[src/design/sys_settings.svh]
// System address map
`ifndef SYS_SETTINGS_SVH
`define SYS_SETTINGS_SVH

// RAM region, 16 KB
`define RAM_BASE (32'h0010_0000)
`define RAM_MASK (32'hFFFF_C000)

// Machine timer, 1 KB
`define TIMER_BASE (32'h0003_0000)
`define TIMER_MASK (32'hFFFF_FC00)

// Copy engine registers, 1 KB
`define COPY_BASE (32'h0004_0000)
`define COPY_MASK (32'hFFFF_FC00)

// RAM depth in 32-bit words
`define RAM_WORDS 4096

`endif

[src/design/sys_pkg.sv]
// System bus package
`default_nettype none

package sys_pkg;

  localparam int NR_HOSTS   = 2;
  localparam int NR_DEVICES = 3;

  typedef enum logic [0:0] {
    CoreD    = 1'b0,
    CopyHost = 1'b1
  } bus_host_e;

  typedef enum logic [1:0] {
    Ram,
    Timer,
    CopyCfg
  } bus_device_e;

  // Timer register offsets
  localparam logic [31:0] TMR_MTIME_LO = 32'h0;
  localparam logic [31:0] TMR_MTIME_HI = 32'h4;
  localparam logic [31:0] TMR_CMP_LO   = 32'h8;
  localparam logic [31:0] TMR_CMP_HI   = 32'hC;

  // Copy engine register offsets
  localparam logic [31:0] COPY_SRC  = 32'h0;
  localparam logic [31:0] COPY_DST  = 32'h4;
  localparam logic [31:0] COPY_LEN  = 32'h8;
  localparam logic [31:0] COPY_CTRL = 32'hC;

endpackage

`default_nettype wire

[src/design/bus_if.sv]
// Request/grant bus port
`default_nettype none

interface bus_if;

  logic        req;
  logic        gnt;
  logic [31:0] addr;
  logic        we;
  logic [3:0]  be;
  logic [31:0] wdata;
  logic        rvalid;
  logic [31:0] rdata;
  logic        err;

  // Requesting side
  modport host (
    output req, addr, we, be, wdata,
    input  gnt, rvalid, rdata, err
  );

  // Answering side, devices always accept so gnt follows req
  modport device (
    input  req, addr, we, be, wdata,
    output gnt, rvalid, rdata, err
  );

endinterface

`default_nettype wire

[src/design/sys_timer.sv]
// Machine timer
`default_nettype none
`include "sys_settings.svh"

module sys_timer (
  input  logic  clk_i,
  input  logic  rst_n_i,
  bus_if.device bus,
  output logic  timer_irq_o
);

  logic [63:0] mtime_q;
  logic [63:0] cmp_q;
  logic [31:0] offset;
  logic        known;
  logic        bad;
  logic        wr;
  logic        rvalid_q;
  logic        err_q;
  logic [31:0] rdata_q;

  assign offset = bus.addr & ~`TIMER_MASK;
  assign known  = offset inside {sys_pkg::TMR_MTIME_LO, sys_pkg::TMR_MTIME_HI,
                                 sys_pkg::TMR_CMP_LO, sys_pkg::TMR_CMP_HI};
  // Only full-word writes are legal
  assign bad    = ~known | (bus.we & (bus.be != 4'hF));
  assign wr     = bus.req & bus.we & ~bad;

  always_ff @(posedge clk_i or negedge rst_n_i) begin
    if (!rst_n_i) begin
      mtime_q <= '0;
      cmp_q   <= '1;
    end else begin
      mtime_q <= mtime_q + 64'd1;
      if (wr) begin
        case (offset)
          sys_pkg::TMR_MTIME_LO: mtime_q[31:0]  <= bus.wdata;
          sys_pkg::TMR_MTIME_HI: mtime_q[63:32] <= bus.wdata;
          sys_pkg::TMR_CMP_LO:   cmp_q[31:0]    <= bus.wdata;
          sys_pkg::TMR_CMP_HI:   cmp_q[63:32]   <= bus.wdata;
          default: ;
        endcase
      end
    end
  end

  always_ff @(posedge clk_i or negedge rst_n_i) begin
    if (!rst_n_i) begin
      rvalid_q <= 1'b0;
      err_q    <= 1'b0;
    end else begin
      rvalid_q <= bus.req;
      err_q    <= bus.req & bad;
    end
  end

  always_ff @(posedge clk_i) begin
    rdata_q <= '0;
    if (bus.req && !bus.we && !bad) begin
      case (offset)
        sys_pkg::TMR_MTIME_LO: rdata_q <= mtime_q[31:0];
        sys_pkg::TMR_MTIME_HI: rdata_q <= mtime_q[63:32];
        sys_pkg::TMR_CMP_LO:   rdata_q <= cmp_q[31:0];
        sys_pkg::TMR_CMP_HI:   rdata_q <= cmp_q[63:32];
        default: ;
      endcase
    end
  end

  assign bus.gnt    = bus.req;
  assign bus.rvalid = rvalid_q;
  assign bus.rdata  = rdata_q;
  assign bus.err    = err_q;

  assign timer_irq_o = (mtime_q >= cmp_q);

endmodule

`default_nettype wire

[src/flat_wrapper.sv]
// flat-port wrapper written by rule: the top's interface ports become plain ports
module sys_timer_flat 
  (clk_i, rst_n_i, timer_irq_o, bus_req, bus_addr, bus_we, bus_be, bus_wdata, bus_gnt, bus_rvalid, bus_rdata, bus_err);
  bus_if bus_i ();
  input  logic clk_i;
  input  logic rst_n_i;
  output logic timer_irq_o;
  input wire logic [$bits(bus_i.req)-1:0] bus_req;
  input wire logic [$bits(bus_i.addr)-1:0] bus_addr;
  input wire logic [$bits(bus_i.we)-1:0] bus_we;
  input wire logic [$bits(bus_i.be)-1:0] bus_be;
  input wire logic [$bits(bus_i.wdata)-1:0] bus_wdata;
  output wire logic [$bits(bus_i.gnt)-1:0] bus_gnt;
  output wire logic [$bits(bus_i.rvalid)-1:0] bus_rvalid;
  output wire logic [$bits(bus_i.rdata)-1:0] bus_rdata;
  output wire logic [$bits(bus_i.err)-1:0] bus_err;
  assign bus_i.req = bus_req;
  assign bus_i.addr = bus_addr;
  assign bus_i.we = bus_we;
  assign bus_i.be = bus_be;
  assign bus_i.wdata = bus_wdata;
  assign bus_gnt = bus_i.gnt;
  assign bus_rvalid = bus_i.rvalid;
  assign bus_rdata = bus_i.rdata;
  assign bus_err = bus_i.err;
  sys_timer u_core (.clk_i(clk_i), .rst_n_i(rst_n_i), .bus(bus_i), .timer_irq_o(timer_irq_o));
endmodule
[config.mk]
export PLATFORM = sky130hd
export DESIGN_NAME = sys_timer_flat
export DESIGN_NICKNAME = d
export VERILOG_FILES = /design/src/design/sys_pkg.sv /design/src/design/bus_if.sv /design/src/design/sys_timer.sv /design/src/flat_wrapper.sv
export VERILOG_INCLUDE_DIRS = /design/src /design/src/design
export SDC_FILE = /design/constraint.sdc
export NUM_CORES = 1
export LEC_CHECK = 0
export BUFFER_PORTS_ARGS = -buffer_cell sky130_fd_sc_hd__buf_2
export CORE_ASPECT_RATIO = 0.5
export CORE_UTILIZATION = 52
export DETAILED_ROUTE_END_ITERATION = 10
export MAX_ROUTING_LAYER = met4
export PLACE_DENSITY_LB_ADDON = 0.12
export SLEW_MARGIN = 25
export SYNTH_ARGS = -nofsm -noshare
export SYNTH_HDL_FRONTEND = slang
export SYNTH_SLANG_ARGS = --single-unit
[constraint.sdc]
create_clock -name clk_i -period 2.4 [get_ports clk_i]
set_input_delay 0.24 -clock clk_i [delete_from_list [all_inputs] [get_ports clk_i]]
set_output_delay 0.24 -clock clk_i [all_outputs]
set_load 0.02 [all_outputs]
==> impl_metrics.env <==
export IMPL_dpl_hpwl_um=17670
export IMPL_synth_edf_count=0
export IMPL_area_growth_pct=22.37
export IMPL_first_iter_violations=604
export IMPL_path_class="reg2out"
export IMPL_fp_dieW_um=187.9
export IMPL_start_kind="flip-flop"
export IMPL_min_path_type="in2reg"
export IMPL_die_h_um=94.96
export IMPL_critPathRequiredTime_ns=2.16
export IMPL_synth_xor_area_frac=0.05165
export IMPL_cellPowerDensity_mw_per_mm2=516.0
export IMPL_fin_crit_sh=1.200
export IMPL_async_reset_ff_frac=0.8025
export IMPL_viasPerCell=5.840
export IMPL_status="finished, violations left"
export IMPL_drt_wl_total_um=25990
export IMPL_overflow=0
export IMPL_rows=33
export IMPL_postRouteAntennaNets=0
export IMPL_finalPower_uw=5674
export IMPL_synth_top_family_by_area="compound AO/OA/AOI/OAI gates"
export IMPL_coreArea_mm2=0.01664
export IMPL_endpoint_kind="output port"
export IMPL_grt_pass1_vias=7782
export IMPL_setup_ws_ns=-0.4793
export IMPL_ys_warn_count=0
export IMPL_avgRoutedWirePerCell_um=18.87
export IMPL_die_area_mm2=0.01784
export IMPL_ys_ff_latch=162
export IMPL_grt_max_degree=116
export IMPL_synth_adder_area_share=0.09049
export IMPL_fmax_ghz=0.3473
export IMPL_synthTopCellsByArea="dfstp_2 (19%), dfrtp_1 (18%), ha_1 (9.0%), dfxtp_1 (7.1%), a22oi_1 (5.3%)"
export IMPL_synth_compound_area_frac=0.1849
export IMPL_firstDrtPassIters=6
export IMPL_irDropWorstVdd_mv=0.4139
export IMPL_whs_ns=0.03636
export IMPL_antenna_found_initial=0
export IMPL_nNetsFinal=1274
export IMPL_clk_path_buf_depth=2
export IMPL_clock_root_buffer="clkbuf_16"
export IMPL_synth_top_cell_by_area="dfstp_2"
export IMPL_ioPinCount=108
export IMPL_drcViolationCount=0
export IMPL_timing_final_hold_violations=0
export IMPL_place_ws_ns=-0.2908
export IMPL_drv_slew=0
export IMPL_crit_start="u_core.cmp_q[11]"
export IMPL_cts_tree="yes"
export IMPL_path_clk_slew_ns=0.07
export IMPL_cp_data_arrival_time_ns=2.64
export IMPL_final_common_cell="nand2_1"
export IMPL_worst_pin_slew_ns=0.6659
export IMPL_syn_num_nets=1130
export IMPL_crit_fanout=2
export IMPL_postSynthAreaPerCell_um2=9.051
export IMPL_muxShareOfSynthArea=0.002506
export IMPL_violations="negative setup slack"
export IMPL_ys_seq_area_frac=0.4422
export IMPL_ys_flop_type="dfrtp_1"
export IMPL_slew_headroom=0.5561
export IMPL_leakage_uw=0.005260
export IMPL_setup_viol=1
export IMPL_gp_congestion=0.8558
export IMPL_synthCells=993
export IMPL_cts_sinks=162
export IMPL_yosys_area_share_simple=0.1712
export IMPL_cts_max_level=4
export IMPL_final_cell_mix="nand2_1 (118), o21ai_0 (91), a21oi_1 (86)"
export IMPL_drv_cap=0
export IMPL_vias=8042
export IMPL_port_buffers=85
export IMPL_grt_pass1_wl_um=41320
export IMPL_initial_utilization=0.5401
export IMPL_rsz0062_at_grt="true"
export IMPL_synth_top_area_frac=0.1871
export IMPL_r2r_start="u_core.mtime_q[5]"
export IMPL_diodes=0
export IMPL_clk_insertion_delay_late_ns=0.43
export IMPL_min_from="bus_wdata[0]"
export IMPL_finalClockSkew_ns=0.01075
export IMPL_cts_buffers=17
export IMPL_ys_types=48
export IMPL_gr_usage_all_layers=0.3151
export IMPL_period_minus_slack_ns=2.879
export IMPL_synth_area_mm2=0.008987
export IMPL_drive_gt1_frac=0.2670
## metrics by stage
stage | TNS, ns | util | area (um2) | cells
final | -0.4793 | 0.6610 | 11000 | 1377
after detailed placement | -0.2908 | 0.6125 | 10190 | 1340
after global routing | -0.5674 | 0.6610 | 11000 | 1377
after CTS | -0.4790 | 0.6589 | 10960 | 1375
after floorplan | 0 | - | 8987 | 993
after global placement | -0.2357 | 0.6125 | 10190 | 1340
## critical path, cell delays in order, from the launching register on
cell and delay [ns]:
dfstp_2 0.53, inv_1 0.06, ha_4 0.26, nand4_1 0.19, nor4_4 0.35, a21boi_2 0.21
o31a_1 0.18, nor4_1 0.06, o21ai_1 0.19, buf_4 0.18
## path summary, 6_finish.rpt
kind / end / slack [ns] / cells after the start
max: timer_irq_o / -0.48 / 9
min: u_core.cmp_q[32] / 0.04 / 3
max reg2reg: u_core.mtime_q[58] / 0.11 / 8
min reg2reg: u_core.cmp_q[61] / 0.50 / 2
max in group asynchronous: u_core.mtime_q[52] / 1.26 / 3
min in group asynchronous: u_core.mtime_q[34] / 0.21 / 2
## routing by layer
layer / track usage / up-vias / part of all wire
li1: - / 3817 / -
met1: 0.4145 / 3876 / 0.46
met2: 0.4975 / 313 / 0.46
met3: 0.05648 / 36 / 0.068
met4: 0.1003 / 0 / 0.018
met5: - / - / 0
## synthesized netlist by cell type, types with 9 or more instances
cell type and number:
nand4_1 36, nand3_1 31, nand2_1 118, dfxtp_1 32, ha_1 65, dfrtp_1 66
clkbuf_1 26, inv_1 74, a22oi_1 64, o21ai_0 94, buf_2 20, a31oi_1 9
dfstp_2 64, and3_1 15, a21oi_1 88, xnor2_1 17, nor2_1 51, xor2_1 36
a21o_1 12
## what timing repair did
item | 4_1_cts | 5_1_grt
pin swaps | 16 | 3
gates resized for setup | 22 | 4
hold buffers | 2 | 0
endpoints found under the hold margin | 16 | 0
setup buffers | 1 | 2
setup endpoints to repair | 1 | 24
## area by class of cell
class	instances	area, um2
fillers	1350	5642
multi-input cells	706	4678
flip-flops and latches	162	3974
repair buffers	176	1194
clock buffers	22	454.2
well taps	227	284.0
inverters	74	277.8
clock inverters	10	136.4
## sequential cells by signal (all words and copies together), names as in the netlist
register	cells
u_core.mtime_q	64
u_core.cmp_q	64
u_core.bus.rvalid	1
u_core.bus.err	1
u_core.bus.rdata	32
## report_power, final
group	internal (uW)	switching, uW	total (uW)
clock network	1660	1130	2790
registers	2730	1.96	2730
logic	45.3	102	147
total	4440	1240	5670
## cells by family (layout without fill, tap and decap cells)
| family | after synthesis | in the layout |
|---|---|---|
| and+or+nand+nor | 301 | 301 |
| AOI/OAI and AO/OA | 285 | 285 |
| DFF | 162 | 162 |
| buffers and inverters | 125 | 282 |
| adders and majority gates | 65 | 65 |
| xor gates and xnor gates | 53 | 53 |
| muxes | 2 | 2 |
(Power assumes the default switching activity.)
