### config.mk
export PLATFORM = sky130hd
export DESIGN_NAME = copy_engine_flat
export DESIGN_NICKNAME = d
export VERILOG_FILES = /design/src/design/sys_pkg.sv /design/src/design/bus_if.sv /design/src/design/copy_engine.sv /design/src/flat_wrapper.sv
export VERILOG_INCLUDE_DIRS = /design/src /design/src/design
export SDC_FILE = /design/constraint.sdc
export NUM_CORES = 1
export LEC_CHECK = 0
export BUFFER_PORTS_ARGS = -buffer_cell sky130_fd_sc_hd__buf_2
export CAP_MARGIN = 20
export CORE_MARGIN = 4
export CORE_UTILIZATION = 55
export DETAILED_ROUTE_END_ITERATION = 8
export PLACE_DENSITY = 0.83
export SLEW_MARGIN = 15
export SYNTH_ARGS = -nofsm -noshare
export SYNTH_HDL_FRONTEND = slang
export SYNTH_SLANG_ARGS = --single-unit
### constraint.sdc
create_clock -name clk_i -period 8.8 [get_ports clk_i]
set_input_delay 2.64 -clock clk_i [delete_from_list [all_inputs] [get_ports clk_i]]
set_output_delay 2.64 -clock clk_i [all_outputs]
set_load 0.01 [all_outputs]
### src/design/sys_settings.svh
// System address map
`ifndef SYS_SETTINGS_SVH
`define SYS_SETTINGS_SVH

// RAM region, 16 KB
`define RAM_BASE (32'h0010_0000)
`define RAM_MASK (32'hFFFF_C000)

// Machine timer, 1 KB
`define TIMER_BASE (32'h0003_0000)
`define TIMER_MASK (32'hFFFF_FC00)

// Copy engine registers, 1 KB
`define COPY_BASE (32'h0004_0000)
`define COPY_MASK (32'hFFFF_FC00)

// RAM depth in 32-bit words
`define RAM_WORDS 4096

`endif

### src/design/sys_pkg.sv
// System bus package
`default_nettype none

package sys_pkg;

  localparam int NR_HOSTS   = 2;
  localparam int NR_DEVICES = 3;

  typedef enum logic [0:0] {
    CoreD    = 1'b0,
    CopyHost = 1'b1
  } bus_host_e;

  typedef enum logic [1:0] {
    Ram,
    Timer,
    CopyCfg
  } bus_device_e;

  // Timer register offsets
  localparam logic [31:0] TMR_MTIME_LO = 32'h0;
  localparam logic [31:0] TMR_MTIME_HI = 32'h4;
  localparam logic [31:0] TMR_CMP_LO   = 32'h8;
  localparam logic [31:0] TMR_CMP_HI   = 32'hC;

  // Copy engine register offsets
  localparam logic [31:0] COPY_SRC  = 32'h0;
  localparam logic [31:0] COPY_DST  = 32'h4;
  localparam logic [31:0] COPY_LEN  = 32'h8;
  localparam logic [31:0] COPY_CTRL = 32'hC;

endpackage

`default_nettype wire

### src/design/bus_if.sv
// Request/grant bus port
`default_nettype none

interface bus_if;

  logic        req;
  logic        gnt;
  logic [31:0] addr;
  logic        we;
  logic [3:0]  be;
  logic [31:0] wdata;
  logic        rvalid;
  logic [31:0] rdata;
  logic        err;

  // Requesting side
  modport host (
    output req, addr, we, be, wdata,
    input  gnt, rvalid, rdata, err
  );

  // Answering side, devices always accept so gnt follows req
  modport device (
    input  req, addr, we, be, wdata,
    output gnt, rvalid, rdata, err
  );

endinterface

`default_nettype wire

### src/design/copy_engine.sv
// Word copy engine
`default_nettype none
`include "sys_settings.svh"

module copy_engine (
  input  logic  clk_i,
  input  logic  rst_n_i,
  bus_if.device cfg,
  bus_if.host   mem,
  output logic  copy_done_irq_o
);

  typedef enum logic [2:0] {
    Idle,
    RdReq,
    RdWait,
    WrReq,
    WrWait
  } state_e;

  state_e      state_q;
  logic [31:0] src_q;
  logic [31:0] dst_q;
  logic [31:0] len_q;
  logic [31:0] idx_q;
  logic [31:0] data_q;
  logic [31:0] word_off;
  logic        done_q;
  logic        fault_q;
  logic        busy;

  // Register port decode
  logic [31:0] offset;
  logic        known;
  logic        bad;
  logic        cfg_wr;
  logic        ctrl_wr;
  logic        cfg_rvalid_q;
  logic        cfg_err_q;
  logic [31:0] cfg_rdata_q;

  assign busy     = (state_q != Idle);
  assign word_off = {idx_q[29:0], 2'b00};

  assign offset  = cfg.addr & ~`COPY_MASK;
  assign known   = offset inside {sys_pkg::COPY_SRC, sys_pkg::COPY_DST,
                                  sys_pkg::COPY_LEN, sys_pkg::COPY_CTRL};
  assign bad     = ~known | (cfg.we & (cfg.be != 4'hF));
  // Writes while busy are acknowledged but dropped
  assign cfg_wr  = cfg.req & cfg.we & ~bad & ~busy;
  assign ctrl_wr = cfg_wr & (offset == sys_pkg::COPY_CTRL);

  always_ff @(posedge clk_i or negedge rst_n_i) begin
    if (!rst_n_i) begin
      src_q <= '0;
      dst_q <= '0;
      len_q <= '0;
    end else if (cfg_wr) begin
      case (offset)
        sys_pkg::COPY_SRC: src_q <= cfg.wdata;
        sys_pkg::COPY_DST: dst_q <= cfg.wdata;
        sys_pkg::COPY_LEN: len_q <= cfg.wdata;
        default: ;
      endcase
    end
  end

  always_ff @(posedge clk_i or negedge rst_n_i) begin
    if (!rst_n_i) begin
      cfg_rvalid_q <= 1'b0;
      cfg_err_q    <= 1'b0;
    end else begin
      cfg_rvalid_q <= cfg.req;
      cfg_err_q    <= cfg.req & bad;
    end
  end

  always_ff @(posedge clk_i) begin
    cfg_rdata_q <= '0;
    if (cfg.req && !cfg.we && !bad) begin
      case (offset)
        sys_pkg::COPY_SRC:  cfg_rdata_q <= src_q;
        sys_pkg::COPY_DST:  cfg_rdata_q <= dst_q;
        sys_pkg::COPY_LEN:  cfg_rdata_q <= len_q;
        sys_pkg::COPY_CTRL: cfg_rdata_q <= {29'd0, fault_q, done_q, busy};
        default: ;
      endcase
    end
  end

  // One word per pass: read, wait, write, wait
  always_ff @(posedge clk_i or negedge rst_n_i) begin
    if (!rst_n_i) begin
      state_q <= Idle;
      idx_q   <= '0;
      done_q  <= 1'b0;
      fault_q <= 1'b0;
    end else begin
      case (state_q)
        Idle: begin
          if (ctrl_wr) begin
            done_q  <= 1'b0;
            fault_q <= 1'b0;
            if (cfg.wdata[0]) begin
              idx_q <= '0;
              if (len_q == '0) begin
                done_q <= 1'b1;
              end else begin
                state_q <= RdReq;
              end
            end
          end
        end
        RdReq: begin
          if (mem.gnt) begin
            state_q <= RdWait;
          end
        end
        RdWait: begin
          if (mem.rvalid) begin
            if (mem.err) begin
              fault_q <= 1'b1;
              state_q <= Idle;
            end else begin
              state_q <= WrReq;
            end
          end
        end
        WrReq: begin
          if (mem.gnt) begin
            state_q <= WrWait;
          end
        end
        WrWait: begin
          if (mem.rvalid) begin
            if (mem.err) begin
              fault_q <= 1'b1;
              state_q <= Idle;
            end else if (idx_q == len_q - 32'd1) begin
              done_q  <= 1'b1;
              state_q <= Idle;
            end else begin
              idx_q   <= idx_q + 32'd1;
              state_q <= RdReq;
            end
          end
        end
        default: state_q <= Idle;
      endcase
    end
  end

  // Word in flight between read and write
  always_ff @(posedge clk_i) begin
    if (state_q == RdWait && mem.rvalid) begin
      data_q <= mem.rdata;
    end
  end

  assign mem.req   = (state_q == RdReq) || (state_q == WrReq);
  assign mem.we    = (state_q == WrReq);
  assign mem.addr  = ((state_q == WrReq) ? dst_q : src_q) + word_off;
  assign mem.be    = 4'hF;
  assign mem.wdata = data_q;

  assign cfg.gnt    = cfg.req;
  assign cfg.rvalid = cfg_rvalid_q;
  assign cfg.rdata  = cfg_rdata_q;
  assign cfg.err    = cfg_err_q;

  assign copy_done_irq_o = done_q | fault_q;

endmodule

`default_nettype wire

### src/flat_wrapper.sv
// flat-port wrapper written by rule: the top's interface ports become plain ports
module copy_engine_flat 
  (clk_i, rst_n_i, copy_done_irq_o, cfg_req, cfg_addr, cfg_we, cfg_be, cfg_wdata, cfg_gnt, cfg_rvalid, cfg_rdata, cfg_err, mem_req, mem_addr, mem_we, mem_be, mem_wdata, mem_gnt, mem_rvalid, mem_rdata, mem_err);
  bus_if cfg_i ();
  bus_if mem_i ();
  input  logic clk_i;
  input  logic rst_n_i;
  output logic copy_done_irq_o;
  input wire logic [$bits(cfg_i.req)-1:0] cfg_req;
  input wire logic [$bits(cfg_i.addr)-1:0] cfg_addr;
  input wire logic [$bits(cfg_i.we)-1:0] cfg_we;
  input wire logic [$bits(cfg_i.be)-1:0] cfg_be;
  input wire logic [$bits(cfg_i.wdata)-1:0] cfg_wdata;
  output wire logic [$bits(cfg_i.gnt)-1:0] cfg_gnt;
  output wire logic [$bits(cfg_i.rvalid)-1:0] cfg_rvalid;
  output wire logic [$bits(cfg_i.rdata)-1:0] cfg_rdata;
  output wire logic [$bits(cfg_i.err)-1:0] cfg_err;
  output wire logic [$bits(mem_i.req)-1:0] mem_req;
  output wire logic [$bits(mem_i.addr)-1:0] mem_addr;
  output wire logic [$bits(mem_i.we)-1:0] mem_we;
  output wire logic [$bits(mem_i.be)-1:0] mem_be;
  output wire logic [$bits(mem_i.wdata)-1:0] mem_wdata;
  input wire logic [$bits(mem_i.gnt)-1:0] mem_gnt;
  input wire logic [$bits(mem_i.rvalid)-1:0] mem_rvalid;
  input wire logic [$bits(mem_i.rdata)-1:0] mem_rdata;
  input wire logic [$bits(mem_i.err)-1:0] mem_err;
  assign cfg_i.req = cfg_req;
  assign cfg_i.addr = cfg_addr;
  assign cfg_i.we = cfg_we;
  assign cfg_i.be = cfg_be;
  assign cfg_i.wdata = cfg_wdata;
  assign cfg_gnt = cfg_i.gnt;
  assign cfg_rvalid = cfg_i.rvalid;
  assign cfg_rdata = cfg_i.rdata;
  assign cfg_err = cfg_i.err;
  assign mem_req = mem_i.req;
  assign mem_addr = mem_i.addr;
  assign mem_we = mem_i.we;
  assign mem_be = mem_i.be;
  assign mem_wdata = mem_i.wdata;
  assign mem_i.gnt = mem_gnt;
  assign mem_i.rvalid = mem_rvalid;
  assign mem_i.rdata = mem_rdata;
  assign mem_i.err = mem_err;
  copy_engine u_core (.clk_i(clk_i), .rst_n_i(rst_n_i), .cfg(cfg_i), .mem(mem_i), .copy_done_irq_o(copy_done_irq_o));
endmodule
==> impl_metrics.ini <==
[die]
ios = 213
dieArea_um2 = 23080
core_area_um2 = 20300
die_y_um = 151.9
initial_core_util_pct = 56.13
dieWidth_um = 151.9
rows = 52

[sta]
tightest_slew_ns = 0.9048
rsz0062_at_grt = false
period_share_pct = 89.83
clock_skew_ns = 0.01339
hold-worst-slack_ns = 0.5321
fmax_mhz = 126.5
slew_viol_final = 0
hold_violations = 0
finalWorstSetupSlack_ns = 0.8950
fin_tns_setup_ns = 0
fin_crit_ns = 7.905
max-slew-margin-rel_pct = 39.46
setup_viol = 0

[cts]
clock_latency_ns = 0.44
cts_max_path_buffers = 2
clock_sinks = 199
cts_tree = yes
htreeDepth = 4
numCtsBuffers = 17
root_buffer = clkbuf_16
cts_resized = 0
post_cts_buffers = 0
clkSlewWorstSetupHoldPaths_ns = 0.08
hold_buffers = 0

[place]
dp_hpwl_um = 22190
gp_congestion = 0.9414
place_ws_ns = 1.557
dpl_cell_area_um2 = 12520
place.port_buffers = 186
placed_cells = 1513

[yosys]
synth-seq-cells = 199
yosysUniqueCellTypes = 74
synth-edff-count = 32
yosysTopAreaCell = dfrtp_1
yosys.area.top_type_share_pct = 29.65
synth.yosys.seq_area_share_pct = 43.70
syn_area_um2 = 11390
avgSynthCellArea_um2 = 10.32
synth.area.top_cells = dfrtp_1 (30%), mux2_2 (13%), edfxtp_1 (8.4%)
yosys_warnings = 0
synthCells = 1104
synthArstFlopShare_pct = 67.84
synth_flop_cell = dfrtp_1

[cells_and_area]
fin_cells = 1547
fillers = 1615
multi_input_area_um2 = 6091
final_common_cell = buf_2
seqCellArea_um2 = 4980
final_area_um2 = 13140
final_util_pct = 64.73
nets = 1403
drive_gt1_share_pct = 30.54
antenna_cells = 0
final_cell_mix = buf_2 (185), dfrtp_1 (135), mux2_2 (129)
syn_to_final_growth_pct = 15.32

[worst_setup_path]
crit_path_start_kind = flip-flop
cp_top_family = compound AO/OA/AOI/OAI gates
required_ns = 6.16
worst_r2r_path_depth = 10
critPathBufInv = 2
cp_cell_sequence = nor2_1 > nand2_1 > buf_4 > mux2_2 > ha_1 > a21oi_1 > o2111ai_1 > nand4_1 > a21oi_1 > o41ai_1 > o2111ai_1 > nor3_1 > a21oi_1 > xor2_1 > buf_2
path_depth = 15
critPathMaxFanout = 28
startpoint = u_core.state_q[2]
worstPathArrival_ns = 5.27
crit_top_cell = a21oi_1
crit_type = flip-flop to primary output
cp-end-kind = primary output
critical_path.max_stage_delay_ns = 0.78
r2r-start = u_core.len_q[0]
crit_path_top_delay_cell = o41ai_1

[outcome]
outcome = complete, no violations

[routing]
via_count = 9616
ant_nets = 0
drt_iter0_markers = 883
drt_wl_total_um = 31520
viasPerCell = 6.216
drc = 0
wl_per_cell_um = 20.37
dr.pass1.iters = 8

[grt]
grt_util_met2_pct = 45.70
overflow = 0
grt_pass1_wl_um = 50760
grt_max_degree = 81
grt.met3_usage_pct = 5.489
grt_pass1_vias = 9395
met1_usage_pct = 34.61
grt_antenna_before_repair = 1
grt_usage_pct = 26.81
top_usage_layer = met2

[power]
peakVddDrop_mv = 0.1317
power.density_nw_per_um2 = 148.1
power.total_mw = 1.947
leakagePower_nw = 6.341

[run]
maxCapViolCount = 0

[worst_hold_path]
hp-class = flip-flop to flip-flop
hold_depth = 1
min_from = u_core.src_q[19]
## state kept, by name (all words and copies together), names as in the netlist
register and cells:
u_core.done_q 1, u_core.cfg.err 1, u_core.dst_q 32, u_core.fault_q 1, u_core.cfg.rvalid 1, u_core.cfg.rdata 32
u_core.src_q 32, u_core.idx_q 32, u_core.len_q 32, u_core.mem.wdata 32, u_core.state_q 3
## synthesized netlist by cell type, types with 24 or more instances
library cell and instances:
nor2_1 94, mux2i_1 35, or4_1 26, dfrtp_1 135, nor3_1 24, dfxtp_1 32, clkbuf_1 44, mux2_2 129
ha_1 31, edfxtp_1 32, a21oi_1 77, xnor2_1 46, nand2_1 65
## power by group
part,leakage (nW),total [mW],internal (mW),switching (mW)
logic,3.64,0.187,0.0708,0.116
registers,2.42,0.989,0.967,0.0227
clock network,0.279,0.771,0.378,0.392
total,6.34,1.95,1.42,0.531
## metal layers
layer / vias up / wire (um)
met3: 61 / 2307
met5: - / 13
met2: 425 / 15520
met1: 4735 / 13050
li1: 4393 / -
met4: 2 / 621
## layout make-up
| class | instances | area share, % |
|---|---|---|
| multi-input combinational | 826 | 46.35 |
| sequential | 199 | 37.90 |
| timing repair buffer | 201 | 8.170 |
| clock buffer | 17 | 3.237 |
| tap | 270 | 2.571 |
| clock inverter | 15 | 1.228 |
| inverter | 19 | 0.5428 |
## path summary, 6_finish.rpt
path / endpoint / slack, ns
hold reg to reg: u_core.src_q[19] / 0.53
setup / recovery: mem_addr[30] / 0.89
hold / removal: u_core.src_q[19] / 0.53
setup reg to reg: u_core.idx_q[0] / 4.93
min in group asynchronous: u_core.dst_q[29] / 2.15
max in group asynchronous: u_core.len_q[8] / 5.57
## logic make-up after synthesis
family / after synthesis / share of synthesized area (%)
other: 1 / 0.03291
AO/OA/AOI/OAI: 195 / 10.93
multiplexers: 167 / 16.42
AND/OR/NAND/NOR: 361 / 17.07
buffers and inverters: 82 / 3.118
adder cells (fa/ha/maj): 32 / 3.580
flip-flops: 199 / 43.70
XOR/XNOR: 67 / 5.150
(Power assumes the default switching activity.)
